===== src/idw_consts.svh =====
// ------------------------------------------------
// AXI read ID width reducer constants
// Widths, remap entry count and per-ID read limit
// ------------------------------------------------

`ifndef IDW_CONSTS_SVH
`define IDW_CONSTS_SVH

// ID width seen by the upstream master on the slave port
`define IDW_SLV_ID_WIDTH 8

// Reduced ID width driven on the master port
`define IDW_MST_ID_WIDTH 2

// One remap entry per master-port ID value
`define IDW_NUM_ENTRIES 4

// Reads that one slave ID may have in flight before AR stalls
`define IDW_MAX_TXNS_PER_ID 4

// Wide enough to hold zero up to the per-ID limit
`define IDW_CNT_WIDTH 3

`define IDW_ADDR_WIDTH 32
`define IDW_DATA_WIDTH 32

`endif


===== src/idw_pkg.sv =====
// ------------------------------------------------
// AXI read ID width reducer types
// Vector types shared by the table, counters and top
// ------------------------------------------------

`include "idw_consts.svh"

package idw_pkg;

  // ID as it arrives on AR and leaves on R at the slave port
  typedef logic [`IDW_SLV_ID_WIDTH-1:0] slv_id_t;

  // Reduced ID, which doubles as the index of a remap entry
  typedef logic [`IDW_MST_ID_WIDTH-1:0] mst_id_t;

  typedef logic [`IDW_ADDR_WIDTH-1:0] addr_t;
  typedef logic [`IDW_DATA_WIDTH-1:0] data_t;

  // AXI ARLEN, beats in the burst minus one
  typedef logic [7:0] len_t;

  // AXI RRESP code
  typedef logic [1:0] resp_t;

  // Outstanding read count of one entry
  typedef logic [`IDW_CNT_WIDTH-1:0] txn_cnt_t;

  // One flag per remap entry, bit index equals master ID
  typedef logic [`IDW_NUM_ENTRIES-1:0] entry_vec_t;

endpackage


===== src/idw_txn_counters.sv =====
// ------------------------------------------------
// AXI read outstanding counters
// Counts reads in flight per remap entry and flags
// busy and full entries
// ------------------------------------------------

`timescale 1ns/1ps
`include "idw_consts.svh"

module idw_txn_counters
  import idw_pkg::*;
(
  input  logic       clk_i,
  input  logic       rst_n_i,

  // Accepted AR and the entry it uses
  input  logic       alloc_i,
  input  mst_id_t    alloc_idx_i,

  // Master-side R handshake
  input  logic       mst_r_valid_i,
  input  logic       mst_r_ready_i,
  input  logic       mst_r_last_i,
  input  mst_id_t    mst_r_id_i,

  // Entry state back to the table
  output entry_vec_t busy_o,
  output entry_vec_t full_o
);

  // Reads in flight per entry
  txn_cnt_t cnt_q [`IDW_NUM_ENTRIES];

  // Per-entry increment and decrement requests for this cycle
  entry_vec_t inc_vec;
  entry_vec_t dec_vec;

  // A burst is done once its last beat is handed over
  logic       r_done;

  assign r_done = mst_r_valid_i && mst_r_ready_i && mst_r_last_i;

  // Decode the AR and R entry indices into one-hot requests
  always_comb begin
    for (int i = 0; i < `IDW_NUM_ENTRIES; i++) begin
      inc_vec[i] = alloc_i && (alloc_idx_i == mst_id_t'(i));
      dec_vec[i] = r_done && (mst_r_id_i == mst_id_t'(i));
    end
  end

  // An AR and a last beat on the same entry cancel out
  always_ff @(posedge clk_i or negedge rst_n_i) begin
    if (!rst_n_i) begin
      for (int i = 0; i < `IDW_NUM_ENTRIES; i++) begin
        cnt_q[i] <= '0;
      end
    end else begin
      for (int i = 0; i < `IDW_NUM_ENTRIES; i++) begin
        case ({inc_vec[i], dec_vec[i]})
          2'b10:   cnt_q[i] <= cnt_q[i] + txn_cnt_t'(1);
          2'b01:   cnt_q[i] <= cnt_q[i] - txn_cnt_t'(1);
          default: cnt_q[i] <= cnt_q[i];
        endcase
      end
    end
  end

  // Flags come straight from the registered counts
  always_comb begin
    for (int i = 0; i < `IDW_NUM_ENTRIES; i++) begin
      // Entry still owned by its slave ID
      busy_o[i] = (cnt_q[i] != '0);
      // No further AR for this ID until a burst ends
      full_o[i] = (cnt_q[i] == txn_cnt_t'(`IDW_MAX_TXNS_PER_ID));
    end
  end

endmodule


===== src/idw_remap_table.sv =====
// ------------------------------------------------
// AXI read ID remap table
// Maps slave IDs onto master IDs on AR, gates the AR
// handshake and restores the slave ID on R
// ------------------------------------------------

`timescale 1ns/1ps
`include "idw_consts.svh"

module idw_remap_table
  import idw_pkg::*;
(
  input  logic       clk_i,
  input  logic       rst_n_i,

  // AR from the slave port
  input  logic       slv_ar_valid_i,
  input  slv_id_t    slv_ar_id_i,
  output logic       slv_ar_ready_o,

  // AR towards the master port
  output logic       mst_ar_valid_o,
  output mst_id_t    mst_ar_id_o,
  input  logic       mst_ar_ready_i,

  // R ID lookup
  input  mst_id_t    mst_r_id_i,
  output slv_id_t    slv_r_id_o,

  // Entry state from the counters
  input  entry_vec_t busy_i,
  input  entry_vec_t full_i,

  // Allocation towards the counters
  output logic       alloc_o,
  output mst_id_t    alloc_idx_o
);

  // Slave ID held by each entry, only meaningful while the entry is busy
  slv_id_t ids_q [`IDW_NUM_ENTRIES];

  // Busy entries whose stored ID equals the incoming AR ID
  entry_vec_t match_vec;
  logic       hit;
  mst_id_t    hit_idx;

  // Entries with nothing outstanding
  entry_vec_t free_vec;
  logic       free_any;
  mst_id_t    free_idx;

  // Entry the current AR would use and whether it may proceed
  mst_id_t    sel_idx;
  logic       allowed;
  logic       ar_xfer;

  // Compare the AR ID against every busy entry
  always_comb begin
    for (int i = 0; i < `IDW_NUM_ENTRIES; i++) begin
      match_vec[i] = busy_i[i] && (ids_q[i] == slv_ar_id_i);
    end
  end

  assign hit = |match_vec;

  // At most one entry can hold a given ID, the priority only keeps the logic defined
  always_comb begin
    hit_idx = '0;
    for (int i = `IDW_NUM_ENTRIES - 1; i >= 0; i--) begin
      if (match_vec[i]) begin
        hit_idx = mst_id_t'(i);
      end
    end
  end

  assign free_vec = ~busy_i;
  assign free_any = |free_vec;

  // Lowest-numbered free entry wins
  always_comb begin
    free_idx = '0;
    for (int i = `IDW_NUM_ENTRIES - 1; i >= 0; i--) begin
      if (free_vec[i]) begin
        free_idx = mst_id_t'(i);
      end
    end
  end

  // An ID already in flight keeps its entry, a new ID takes a free one
  assign sel_idx = hit ? hit_idx : free_idx;

  // Stall when the ID's entry is at its limit or a new ID finds no free entry
  assign allowed = hit ? !full_i[hit_idx] : free_any;

  // Both sides of the AR handshake are masked while stalled
  assign mst_ar_valid_o = slv_ar_valid_i && allowed;
  assign slv_ar_ready_o = mst_ar_ready_i && allowed;
  assign mst_ar_id_o    = sel_idx;

  assign ar_xfer = slv_ar_valid_i && mst_ar_ready_i && allowed;

  // Every accepted AR adds one outstanding read to its entry
  assign alloc_o     = ar_xfer;
  assign alloc_idx_o = sel_idx;

  // A new slave ID is stored in the entry it claims when its AR transfers
  always_ff @(posedge clk_i or negedge rst_n_i) begin
    if (!rst_n_i) begin
      for (int i = 0; i < `IDW_NUM_ENTRIES; i++) begin
        ids_q[i] <= '0;
      end
    end else if (ar_xfer && !hit) begin
      ids_q[free_idx] <= slv_ar_id_i;
    end
  end

  // R carries the master ID, which indexes the entry holding the original ID
  assign slv_r_id_o = ids_q[mst_r_id_i];

endmodule


===== src/idw_remap_top.sv =====
// ------------------------------------------------
// AXI read ID width reducer
// Remaps 8-bit slave IDs onto 2-bit master IDs on AR
// and restores them on R
// ------------------------------------------------

`timescale 1ns/1ps
`include "idw_consts.svh"

module idw_remap_top
  import idw_pkg::*;
(
  input  logic    clk_i,
  input  logic    rst_n_i,

  // Slave port AR
  input  logic    slv_ar_valid_i,
  input  slv_id_t slv_ar_id_i,
  input  addr_t   slv_ar_addr_i,
  input  len_t    slv_ar_len_i,
  output logic    slv_ar_ready_o,

  // Slave port R
  output logic    slv_r_valid_o,
  output slv_id_t slv_r_id_o,
  output data_t   slv_r_data_o,
  output resp_t   slv_r_resp_o,
  output logic    slv_r_last_o,
  input  logic    slv_r_ready_i,

  // Master port AR
  output logic    mst_ar_valid_o,
  output mst_id_t mst_ar_id_o,
  output addr_t   mst_ar_addr_o,
  output len_t    mst_ar_len_o,
  input  logic    mst_ar_ready_i,

  // Master port R
  input  logic    mst_r_valid_i,
  input  mst_id_t mst_r_id_i,
  input  data_t   mst_r_data_i,
  input  resp_t   mst_r_resp_i,
  input  logic    mst_r_last_i,
  output logic    mst_r_ready_o
);

  // Table to counters, one pulse per accepted AR
  logic       alloc;
  mst_id_t    alloc_idx;

  // Counters to table
  entry_vec_t busy;
  entry_vec_t full;

  // Only the ID changes on AR, the rest of the request goes straight through
  assign mst_ar_addr_o = slv_ar_addr_i;
  assign mst_ar_len_o  = slv_ar_len_i;

  // R payload and handshake are untouched apart from the ID
  assign slv_r_valid_o = mst_r_valid_i;
  assign slv_r_data_o  = mst_r_data_i;
  assign slv_r_resp_o  = mst_r_resp_i;
  assign slv_r_last_o  = mst_r_last_i;
  assign mst_r_ready_o = slv_r_ready_i;

  // ID lookup, allocation and AR stall
  idw_remap_table u_table (
    .clk_i          ( clk_i          ),
    .rst_n_i        ( rst_n_i        ),
    .slv_ar_valid_i ( slv_ar_valid_i ),
    .slv_ar_id_i    ( slv_ar_id_i    ),
    .slv_ar_ready_o ( slv_ar_ready_o ),
    .mst_ar_valid_o ( mst_ar_valid_o ),
    .mst_ar_id_o    ( mst_ar_id_o    ),
    .mst_ar_ready_i ( mst_ar_ready_i ),
    .mst_r_id_i     ( mst_r_id_i     ),
    .slv_r_id_o     ( slv_r_id_o     ),
    .busy_i         ( busy           ),
    .full_i         ( full           ),
    .alloc_o        ( alloc          ),
    .alloc_idx_o    ( alloc_idx      )
  );

  // Outstanding reads per entry
  // The counters watch the master-side R beats, so a burst held by
  // slave-side back-pressure keeps its entry until the last beat moves
  idw_txn_counters u_counters (
    .clk_i         ( clk_i         ),
    .rst_n_i       ( rst_n_i       ),
    .alloc_i       ( alloc         ),
    .alloc_idx_i   ( alloc_idx     ),
    .mst_r_valid_i ( mst_r_valid_i ),
    .mst_r_ready_i ( slv_r_ready_i ),
    .mst_r_last_i  ( mst_r_last_i  ),
    .mst_r_id_i    ( mst_r_id_i    ),
    .busy_o        ( busy          ),
    .full_o        ( full          )
  );

endmodule


===== config.mk =====
export PLATFORM = sky130hd
export DESIGN_NAME = idw_remap_top
export DESIGN_NICKNAME = d
export VERILOG_FILES = /design/src/idw_pkg.sv /design/src/idw_txn_counters.sv /design/src/idw_remap_table.sv /design/src/idw_remap_top.sv
export VERILOG_INCLUDE_DIRS = /design/src /design/src/src
export SDC_FILE = /design/constraint.sdc
export NUM_CORES = 1
export LEC_CHECK = 0
export ABC_AREA = 1
export CAP_MARGIN = 10
export CORE_MARGIN = 2
export CORE_UTILIZATION = 32
export DETAILED_ROUTE_END_ITERATION = 16
export DONT_BUFFER_PORTS = 1
export GPL_TIMING_DRIVEN = 0
export PLACE_DENSITY = 0.53
export SYNTH_ARGS = -nofsm -noshare
export SYNTH_HDL_FRONTEND = slang
export SYNTH_HIERARCHICAL = 1
export SYNTH_SLANG_ARGS = --single-unit

===== constraint.sdc =====
create_clock -name clk_i -period 3.86 [get_ports clk_i]
set_clock_uncertainty 0.1 [all_clocks]
set_input_delay 0.193 -clock clk_i [delete_from_list [all_inputs] [get_ports clk_i]]
set_output_delay 0.193 -clock clk_i [all_outputs]
set_load 0.01 [all_outputs]

==> flow_summary.ini, run 1 <==
[run_status]
status = completed

[routing]
dr.pass1.iters = 4
drcViolationCount = 0
num_vias = 3205
detail_route.vias_per_cell = 4.79
ant_nets = 0
drt_iter0_markers = 254
avgRoutedWirePerCell_um = 13.8
wl_um = 9250

[setup_path]
worstPathMaxFanout = 4
crit_top_cell = nand2_1
path_cells = nor2_1, nand2_1, inv_1, a21oi_1, nand2_1, nor2_1, nand3_1, o21ai_2, inv_1, nor2_1, nand3_1, nand3_1, nand2_1, nor2_1, nand3_1, ha_1, fa_1, nand2_1, nand3_1, nand2_1, nand2_1
setup.worst_path.start_class = flop
critical_path_class = flop to flop
cpMaxStageDelayCell = dfrtp_1
cp.required_ns = 3.96
worst_ep_arrival_time_ns = 3.32
crit_path_end_kind = flop
critPathMaxStageDelay_ns = 0.44

[cts]
h-tree-depth = 2
clk_latency_ns = 0.31
cts_buffers = 5
clk_pin_slew_ns = 0.10
cts_tree = yes
cts_setup_buffers = 0
numClockSinks = 44
clock_path_buffers = 2
root_buffer = clkbuf_8

[global_routing]
grt_antenna_before_repair = 0
overflow = 0
grt_max_degree = 45
grt_pass1_vias = 2880
grt_pass1_wl_um = 14100
gr-usage-all-layers_pct = 15.3

[place]
dpl.hpwl_um = 6980
io_buffers = 0
gp_congestion = 0.839
place_inst = 658
place_area_um2 = 3770

[power_and_ir_drop]
pwr-share-clk_pct = 12.8
p_int_w = 0.00126
pwr-share-seq_pct = 36.8
switching_share_pct = 47.1
totalPowerFinal_w = 0.00239
p_leak_nw = 2.02
switchingPower_w = 0.00112
p_per_area_nw_per_um2 = 610
comb_power_share_pct = 50.5
vdd_drop_max_v = 0.000303

[timing]
tightest_slew_ns = 0.640
drv_slew = 0
fin_crit_ns = 3.22
setup_violations = 0
worst_hold_slack_ns = 0.0676
slew_headroom_pct = 57.3
hold_violations = 0
fmax_mhz = 310
period_share_pct = 83.4
rsz0062_at_grt = false
final.setup.tns_ns = 0

[floorplanning]
rows = 38
die_x_um = 110
start_util_pct = 33.0
die_h_um = 110
ios = 180
die_area_um2 = 12100
coreArea_um2 = 10900

[synth]
synth_area_leaders = dfrtp_1 31%, buf_4 18%, nand2_1 16%, inv_1 6.8%, o21ai_0 5.4%
syn_inst = 518
synth_cell_types = 28
avgSynthCellArea_um2 = 6.95
synth-async-reset-ratio_pct = 100
yosysWarnings = 6
synthesis.nets = 617
synthTopCellsByCount = 152 x nand2_1, 85 x buf_4, 65 x inv_1
synth_edf_count = 0
yosysTopAreaCellShare_pct = 30.6
synthFlopType = dfrtp_1
syn_area_um2 = 3600
ys_seq_area_share_pct = 30.6
synthMostInstantiatedCell = nand2_1
synth_largest_area_cell = dfrtp_1
ys_ff_latch = 44

[worst_hold_path]
hold_class = input port to flop

[finish]
final_area_um2 = 3910
synthToLayoutAreaGrowth_pct = 8.62
nets = 627
layoutNonFillerInstCount = 669
drive_gt1_share_pct = 21.7
antenna-diode-count = 0

[flow_run]
maxCapViolations = 0
==> placed cells by master (no fill, tap or decap), types with 2 or more instances in the layout <==
cell / count
nor3_1: 8
nor2_4: 5
a31oi_1: 2
clkbuf_8: 5
inv_2: 4
o21ai_0: 39
nor2_1: 18
buf_2: 2
fa_1: 4
dfrtp_1: 44
dlygate4sd3_1: 2
o21ai_2: 3
o21ai_1: 3
a21oi_1: 29
xor2_1: 2
nand3_1: 22
buf_4: 85
clkbuf_1: 4
buf_6: 3
inv_1: 65
nand2_1: 152
nand4_1: 10
xnor2_1: 4
ha_1: 4
clkinv_2: 2
==> worst paths after layout <==
| kind | end | depth (start not counted) | slack, ns | start |
|---|---|---|---|---|
| setup / recovery | u_counters/cnt_q[5] | 21 | 0.64 | u_counters/cnt_q[3] |
| hold / removal | u_table/ids_q[9] | 3 | 0.07 | slv_ar_id_i[1] |
| setup reg to reg | u_counters/cnt_q[5] | 21 | 0.64 | u_counters/cnt_q[3] |
| hold reg to reg | u_counters/cnt_q[11] | 2 | 0.37 | u_counters/cnt_q[11] |
| max in group asynchronous | u_counters/cnt_q[6] | 2 | 3.15 | rst_n_i |
| min in group asynchronous | u_counters/cnt_q[5] | 2 | 0.29 | rst_n_i |
==> worst max-delay path: cells and delay by family (launching register included) <==
kind                     cells  cell delay, ns
adder cells (fa/ha/maj)      2            0.63
AND/OR/NAND/NOR             15            1.53
AO/OA/AOI/OAI                2            0.26
flip-flops                   1            0.44
buffers and inverters        2            0.16
==> per-layer routing <==
layer | track usage (%) | up-vias | wire length, µm
li1 | - | 1570 | -
met1 | 19.7 | 1468 | 3870
met2 | 26.3 | 158 | 4470
met3 | 2.88 | 9 | 816
met4 | 4.07 | 0 | 104
met5 | 0 | - | 0
==> cell families after synthesis <==
family	Yosys count	share of synthesized area [%]
AND/OR/NAND/NOR	219	26.4
buffers and inverters	163	26.6
XOR/XNOR	6	1.46
AO/OA/AOI/OAI	78	11.3
flip-flops	44	30.6
adder cells (fa/ha/maj)	8	3.62
==> power groups by stage <==
stage | sequential [W] | clock [W] | combinational [W]
3_5_place_dp | 0.000883 | 0 | 0.00120
2_1_floorplan | 0.000839 | 0 | 0.000955
5_1_grt | 0.000910 | 0.000335 | 0.00138
3_3_place_gp | 0.000874 | 0 | 0.00118
6_report | 0.000877 | 0.000304 | 0.00120
4_1_cts | 0.000875 | 0.000320 | 0.00122
==> layout make-up <==
class	count	area, µm²
buffer	94	697
clock buffer	5	68.8
clock inverter	3	18.8
fill	1142	6980
inverter	69	259
multi-input combinational	311	1540
sequential	44	1100
tap	140	175
timing repair buffer	3	47.5
==> flip-flops by register name, indices dropped and copies added, names as in the netlist <==
register,flops
u_table/ids_q,32
u_counters/cnt_q,12
==> timing repair <==
action                                  CTS  global route
endpoints found under the setup margin    0             0
endpoints found under the hold margin    48             0
hold buffers                              3             0
resized for setup                         0             0
==> per-stage QoR <==
step,setup slack [ns],utilization [%]
floorplan,1.10,-
global placement,0.714,34.7
global route,0.243,35.9
detailed placement,0.602,34.7
finish,0.639,35.9
CTS,0.610,35.9
Power figures use the tool's default switching activity.
==> inputs of run 2 (changes only) <==
--- a/config.mk
+++ b/config.mk
@@ -6,14 +6,14 @@
 export SDC_FILE = /design/constraint.sdc
 export NUM_CORES = 1
 export LEC_CHECK = 0
-export ABC_AREA = 1
+export ABC_AREA = 0
 export CAP_MARGIN = 10
 export CORE_MARGIN = 2
 export CORE_UTILIZATION = 32
 export DETAILED_ROUTE_END_ITERATION = 16
 export DONT_BUFFER_PORTS = 1
 export GPL_TIMING_DRIVEN = 0
-export PLACE_DENSITY = 0.53
+export PLACE_DENSITY = 0.54
 export SYNTH_ARGS = -nofsm -noshare
 export SYNTH_HDL_FRONTEND = slang
 export SYNTH_HIERARCHICAL = 1
==> constraint.sdc (replaced) <==
create_clock -name clk_i -period 2.65 [get_ports clk_i]
set_clock_uncertainty 0.1 [all_clocks]
set_input_delay 0.1325 -clock clk_i [delete_from_list [all_inputs] [get_ports clk_i]]
set_output_delay 0.1325 -clock clk_i [all_outputs]
set_load 0.01 [all_outputs]
==> run 2 against run 1 <==
  * The run now ends with negative setup slack left
  * Count of clock-buffer cells in the layout unchanged
  * Critical path depth down 10
  * Final cell count down 29%
  * Wire length down 15%
  * Critical path type unchanged
  * Critical endpoint is now u_counters/cnt_q[4]
  * Highest routed layer unchanged
==> flow_summary.ini, run 2 <==
[timing]
worst_hold_slack_ns = 0.0440
tightest_slew_ns = 0.793
hold_violations = 0
fmax_mhz = 316
setup_violations = 33
fin_ws_ns = -0.520
drv_slew = 0
rsz0062_at_grt = true
slew_headroom_pct = 47.1
fin_crit_ns = 3.17
final.setup.tns_ns = -6.27
period_share_pct = 120

[routing]
wl_met2_um = 3960
detail_route.vias_per_cell = 4.75
num_vias = 2242
drt_iter0_markers = 53
wl_um = 7900
top_layer = met4
drcViolationCount = 0
dr_wl_met3_um = 602
avgRoutedWirePerCell_um = 16.7
met1Wirelength_um = 3230
dr.pass1.iters = 4
ant_nets = 0

[run_status]
status = finished with violations
violations = negative setup slack

[floorplanning]
die_h_um = 106
die_x_um = 106
rows = 37
start_util_pct = 32.7
ios = 180
die_area_um2 = 11300
coreArea_um2 = 10200

[setup_path]
worstPathMaxFanout = 3
setup.worst_path.start_class = flop
rr_endpoint = u_counters/cnt_q[4]
r2r_start = u_counters/cnt_q[3]
regToRegSetupSlack_ns = -0.52
critPathMaxStageDelay_ns = 0.52
crit_top_cell = nor3_4
cp-endpoint = u_counters/cnt_q[4]
crit_path_end_kind = flop
crit_start = u_counters/cnt_q[3]
worst_ep_arrival_time_ns = 3.25
critical_path_class = flop to flop
path_cells = or3_4, nand2_4, nor3_4, or4_4, o211ai_1, nor3_4, buf_6, nand3b_1, ha_4, fa_1, mux2_4
cpMaxStageDelayCell = or4_4
cp.required_ns = 2.73
reg2reg_depth = 11

[finish]
postLayoutCoreUtil_pct = 40.9
layout_commonest_cell = buf_4
largestRegisters = u_table/ids_q (32), u_counters/cnt_q (12)
largest_reg_flops = 32
drive_gt1_share_pct = 64.0
final_cell_mix = 113 x buf_4, 42 x dfrtp_1, 31 x xnor2_1
nFillCells = 989
top_register = u_table/ids_q
antenna-diode-count = 0
synthToLayoutAreaGrowth_pct = 24.9
nets = 435

[synth]
synth_area_leaders = dfrtp_1 33%, buf_4 20%, xnor2_1 10%, mux2_4 7.2%, mux2_2 6.7%
yosysWarnings = 6
yosysTopAreaCellShare_pct = 32.9
synthFlopType = dfrtp_1
ys_ff_latch = 44
synth_largest_area_cell = dfrtp_1
synthTopCellsByCount = 87 x buf_4, 44 x dfrtp_1, 40 x xnor2_1
avgSynthCellArea_um2 = 11.2
synthesis.nets = 397
synth_cell_types = 33
synth_edf_count = 0
syn_inst = 298
syn_area_um2 = 3350
ys_seq_area_share_pct = 32.9
synthMostInstantiatedCell = buf_4
synth-async-reset-ratio_pct = 100

[power_and_ir_drop]
vdd_drop_max_v = 0.000438
p_leak_nw = 1.86
p_per_area_nw_per_um2 = 937
totalPowerFinal_w = 0.00392

[cts]
cts_buffers = 5
clock_path_buffers = 2
clk_pin_slew_ns = 0.09
root_buffer = clkbuf_8
numClockSinks = 44
cts_tree = yes
clk_latency_ns = 0.30
h-tree-depth = 2

[global_routing]
grt_antenna_before_repair = 0
overflow = 0
grt_pass1_vias = 2231
grt_pass1_wl_um = 11900
gr-usage-all-layers_pct = 13.7
grt_max_degree = 45

[flow_run]
maxCapViolations = 0

[worst_hold_path]
hold_class = input port to flop

[place]
io_buffers = 0
gp_congestion = 0.773
dpl.hpwl_um = 5570
run 2: cell types whose count changed in the layout (fill, tap and decap cells not counted), sizes merged, moves of 18 or more:
cell | before | now
a21oi | 29 | 3
buf | 91 | 121
inv | 69 | 2
mux2 | 0 | 36
nand2 | 153 | 8
nor2 | 23 | 5
o21ai | 45 | 1
xnor2 | 4 | 40
run 2: repair_timing:
item	4_1_cts	5_1_grt
gates resized for setup	22	28
setup buffers	27	11
pin swaps	16	25
setup endpoints to repair	46	46
cloned	0	0
endpoints found under the hold margin	44	0
hold buffers	2	0
run 2: worst max-delay path: cells and delay by family (launching register included):
family | cells | cell delay, ns
AOI/OAI and AO/OA | 1 | 0.31
muxes | 1 | 0.27
DFF | 1 | 0.41
adders and majority gates | 2 | 0.57
and+or+nand+nor | 6 | 1.26
buffers and inverters | 1 | 0.13
run 2: metal layers:
layer | global-route usage (%) | up-vias
met2 | 23.3 | 109
met4 | 3.48 | 0
li1 | - | 1006
met5 | 0 | -
met3 | 3.80 | 8
met1 | 17.1 | 1119
run 2: worst min path at each step:
stage,slack [ns],depth (start not counted),start,to
2_1_floorplan,-0.26,0,rst_n_i,u_counters/cnt_q[0]
3_3_place_gp,-0.26,0,rst_n_i,u_table/ids_q[22]
3_5_place_dp,-0.26,0,rst_n_i,u_table/ids_q[22]
4_1_cts,0.04,2,slv_ar_id_i[5],u_table/ids_q[13]
5_1_grt,0.05,2,slv_ar_id_i[7],u_table/ids_q[31]
6_report,0.04,2,slv_ar_id_i[7],u_table/ids_q[7]
run 2: cell type report:
| type | instances | area [µm²] | area share [%] |
|---|---|---|---|
| clock inverters | 2 | 12.5 | 0.299 |
| well taps | 136 | 170 | 4.07 |
| multi-input cells | 160 | 1850 | 44.1 |
| clock buffers | 5 | 68.8 | 1.65 |
| inverters | 2 | 7.51 | 0.180 |
| flip-flops and latches | 44 | 1100 | 26.4 |
| repair buffers | 32 | 287 | 6.85 |
| plain buffers | 91 | 687 | 16.4 |
run 2: cell families after synthesis:
family / Yosys count / synth area share (%)
buffers and inverters: 94 / 20.8
xor gates and xnor gates: 44 / 11.5
AOI/OAI and AO/OA: 7 / 1.27
DFF: 44 / 32.9
muxes: 44 / 19.3
and+or+nand+nor: 57 / 10.4
adders and majority gates: 8 / 3.89
run 2: stage by stage:
| stage | cell area, µm² | cells | setup WS [ns] |
|---|---|---|---|
| 2_1_floorplan | 3400 | 298 | -0.481 |
| 3_3_place_gp | 3570 | 434 | -0.718 |
| 3_5_place_dp | 3570 | 434 | -0.754 |
| 4_1_cts | 4000 | 468 | -0.573 |
| 5_1_grt | 4180 | 472 | -0.676 |
| 6_report | 4180 | 472 | -0.520 |
run 2: power breakdown:
group,switching [W],internal [W]
clock,0.000243,0.000179
sequential,0.000315,0.00101
combinational,0.000892,0.00128
total,0.00145,0.00247
==> inputs of run 3 (changes only) <==
--- a/config.mk
+++ b/config.mk
@@ -13,7 +13,7 @@
 export DETAILED_ROUTE_END_ITERATION = 16
 export DONT_BUFFER_PORTS = 1
 export GPL_TIMING_DRIVEN = 0
-export PLACE_DENSITY = 0.54
+export PLACE_DENSITY_LB_ADDON = 0.3
 export SYNTH_ARGS = -nofsm -noshare
 export SYNTH_HDL_FRONTEND = slang
 export SYNTH_HIERARCHICAL = 1
==> run 3 against run 2 <==
  * Critical path type unchanged
  * The run still ends with negative setup slack left
  * First-iteration DRC count up 9.4%
  * Register-to-register slack about the same
  * Worst hold slack better by 0.0055 ns
  * Wire length up 6.4%
  * Highest routed layer unchanged
  * Combinational power up 5%
  * Count of clock-buffer cells in the layout up 1
  * Critical endpoint is now u_counters/cnt_q[11]
  * Die area unchanged
==> flow_summary.ini, run 3 (synthesized netlist as in run 2, its figures left out) <==
[run_status]
status = finished with violations
violations = negative setup slack

[finish]
largestRegisters = u_table/ids_q (32), u_counters/cnt_q (12)
nets = 443
layout_commonest_cell = buf_4
seq_area_um2 = 1100
final_cell_mix = 118 x buf_4, 44 x dfrtp_1, 35 x xnor2_1
postLayoutCoreUtil_pct = 41.6
drive_gt1_share_pct = 62.9
antenna-diode-count = 0
synthToLayoutAreaGrowth_pct = 27.1
nFillCells = 946
top_register = u_table/ids_q
multiInputGateArea_um2 = 1800
largest_reg_flops = 32

[power_and_ir_drop]
p_per_area_nw_per_um2 = 979
totalPowerFinal_w = 0.00416
vdd_drop_max_v = 0.000435
p_leak_nw = 1.91

[global_routing]
grt_max_degree = 45
grt_pass1_wl_um = 12400
grt_antenna_before_repair = 0
grt_pass1_vias = 2242
overflow = 0
gr-usage-all-layers_pct = 14.4

[routing]
ant_nets = 0
detail_route.vias_per_cell = 4.67
drt_iter0_markers = 58
num_vias = 2248
wl_um = 8410
dr.pass1.iters = 4
avgRoutedWirePerCell_um = 17.5
drcViolationCount = 0

[floorplanning]
start_util_pct = 32.7
rows = 37
die_h_um = 106
coreArea_um2 = 10200
ios = 180
die_x_um = 106
die_area_um2 = 11300

[timing]
hold_violations = 0
drv_slew = 0
fmax_mhz = 315
fin_ws_ns = -0.522
rsz0062_at_grt = true
tightest_slew_ns = 0.828
period_share_pct = 120
fin_crit_ns = 3.17
slew_headroom_pct = 44.8
setup_violations = 43

[cts]
root_buffer = clkbuf_8
h-tree-depth = 2
clock_path_buffers = 2
clk_pin_slew_ns = 0.09
cts_tree = yes
cts_buffers = 5
numClockSinks = 44
clk_latency_ns = 0.30

[place]
dpl.hpwl_um = 6020
io_buffers = 0
gp_congestion = 0.777

[setup_path]
crit_path_end_kind = flop
r2r_start = u_table/ids_q[27]
regToRegSetupSlack_ns = -0.52
worstPathMaxFanout = 4
cp.required_ns = 2.77
rr_endpoint = u_counters/cnt_q[11]
worst_ep_arrival_time_ns = 3.30
setup.worst_path.start_class = flop
reg2reg_depth = 13
critical_path_class = flop to flop

[worst_hold_path]
hold_class = input port to flop
min-delay-start = slv_ar_id_i[5]
hold_end = u_table/ids_q[13]
min_path_cells = 2

[flow_run]
maxCapViolations = 0
## run 3: cell count changes in the layout (fill, tap and decap cells not counted), sizes merged
cell      delta
clkinvlp     -1
clkbuf       +1
buf          +8
bufinv       +1
## run 3: worst max-delay path by stage
stage | start | end | cells after the start
floorplan | u_counters/cnt_q[6] | u_counters/cnt_q[10] | 11
global placement | u_table/ids_q[6] | u_counters/cnt_q[11] | 13
detailed placement | u_table/ids_q[6] | u_counters/cnt_q[11] | 13
CTS | u_table/ids_q[27] | slv_ar_ready_o | 14
global route | u_table/ids_q[20] | u_counters/cnt_q[11] | 12
finish | u_table/ids_q[27] | u_counters/cnt_q[11] | 13
## run 3: routing by layer
metal / vias to the layer above / global-route usage (%) / wire (µm)
met5: - / 0 / 0
met4: 0 / 3.48 / 80
met3: 6 / 3.37 / 654
met2: 110 / 25.1 / 4350
met1: 1111 / 17.9 / 3330
li1: 1021 / - / -
## run 3: layout make-up
cell class,count,share of cell area [%]
clock inverter,2,0.912
clock buffer,6,1.94
buffer,91,16.4
tap,136,4.00
inverter,2,0.177
multi-input combinational,160,42.3
timing repair buffer,40,8.41
sequential,44,25.9
## run 3: through the flow
| step | hold WS, ns | area, µm² | setup WS (ns) | std cells | TNS (ns) |
|---|---|---|---|---|---|
| after floorplan | -0.263 | 3400 | -0.481 | 298 | -4.04 |
| after global placement | -0.262 | 3570 | -0.658 | 434 | -14.33 |
| after detailed placement | -0.262 | 3570 | -0.725 | 434 | -14.34 |
| after CTS | 0.0389 | 4110 | -0.579 | 473 | -9.66 |
| after global routing | 0.0411 | 4250 | -0.746 | 481 | -14.53 |
| final | 0.0495 | 4250 | -0.522 | 481 | -10.84 |
## run 3: worst max-delay path, cell delays in order, from the launching register on
cell      delay (ns)
dfrtp_1         0.43
xnor2_2         0.15
nand4_1         0.20
nor3_4          0.23
buf_6           0.14
nand3b_1        0.10
o211ai_1        0.11
nor3_2          0.26
or3b_4          0.42
ha_4            0.17
fa_2            0.38
xnor2_2         0.14
nor2_1          0.11
xor2_1          0.16
## run 3: power breakdown
group	total (W)	internal (W)	switching (W)
clock network	0.000559	0.000309	0.000250
registers	0.00132	0.00101	0.000314
logic	0.00228	0.00139	0.000896
## run 3: repair_timing
action	in CTS	in global routing
hold endpoints to repair	44	0
hold buffers	2	0
pin swaps	23	20
gates cloned	0	0
setup endpoints to repair	46	46
resized for setup	35	14
buffers inserted	29	9
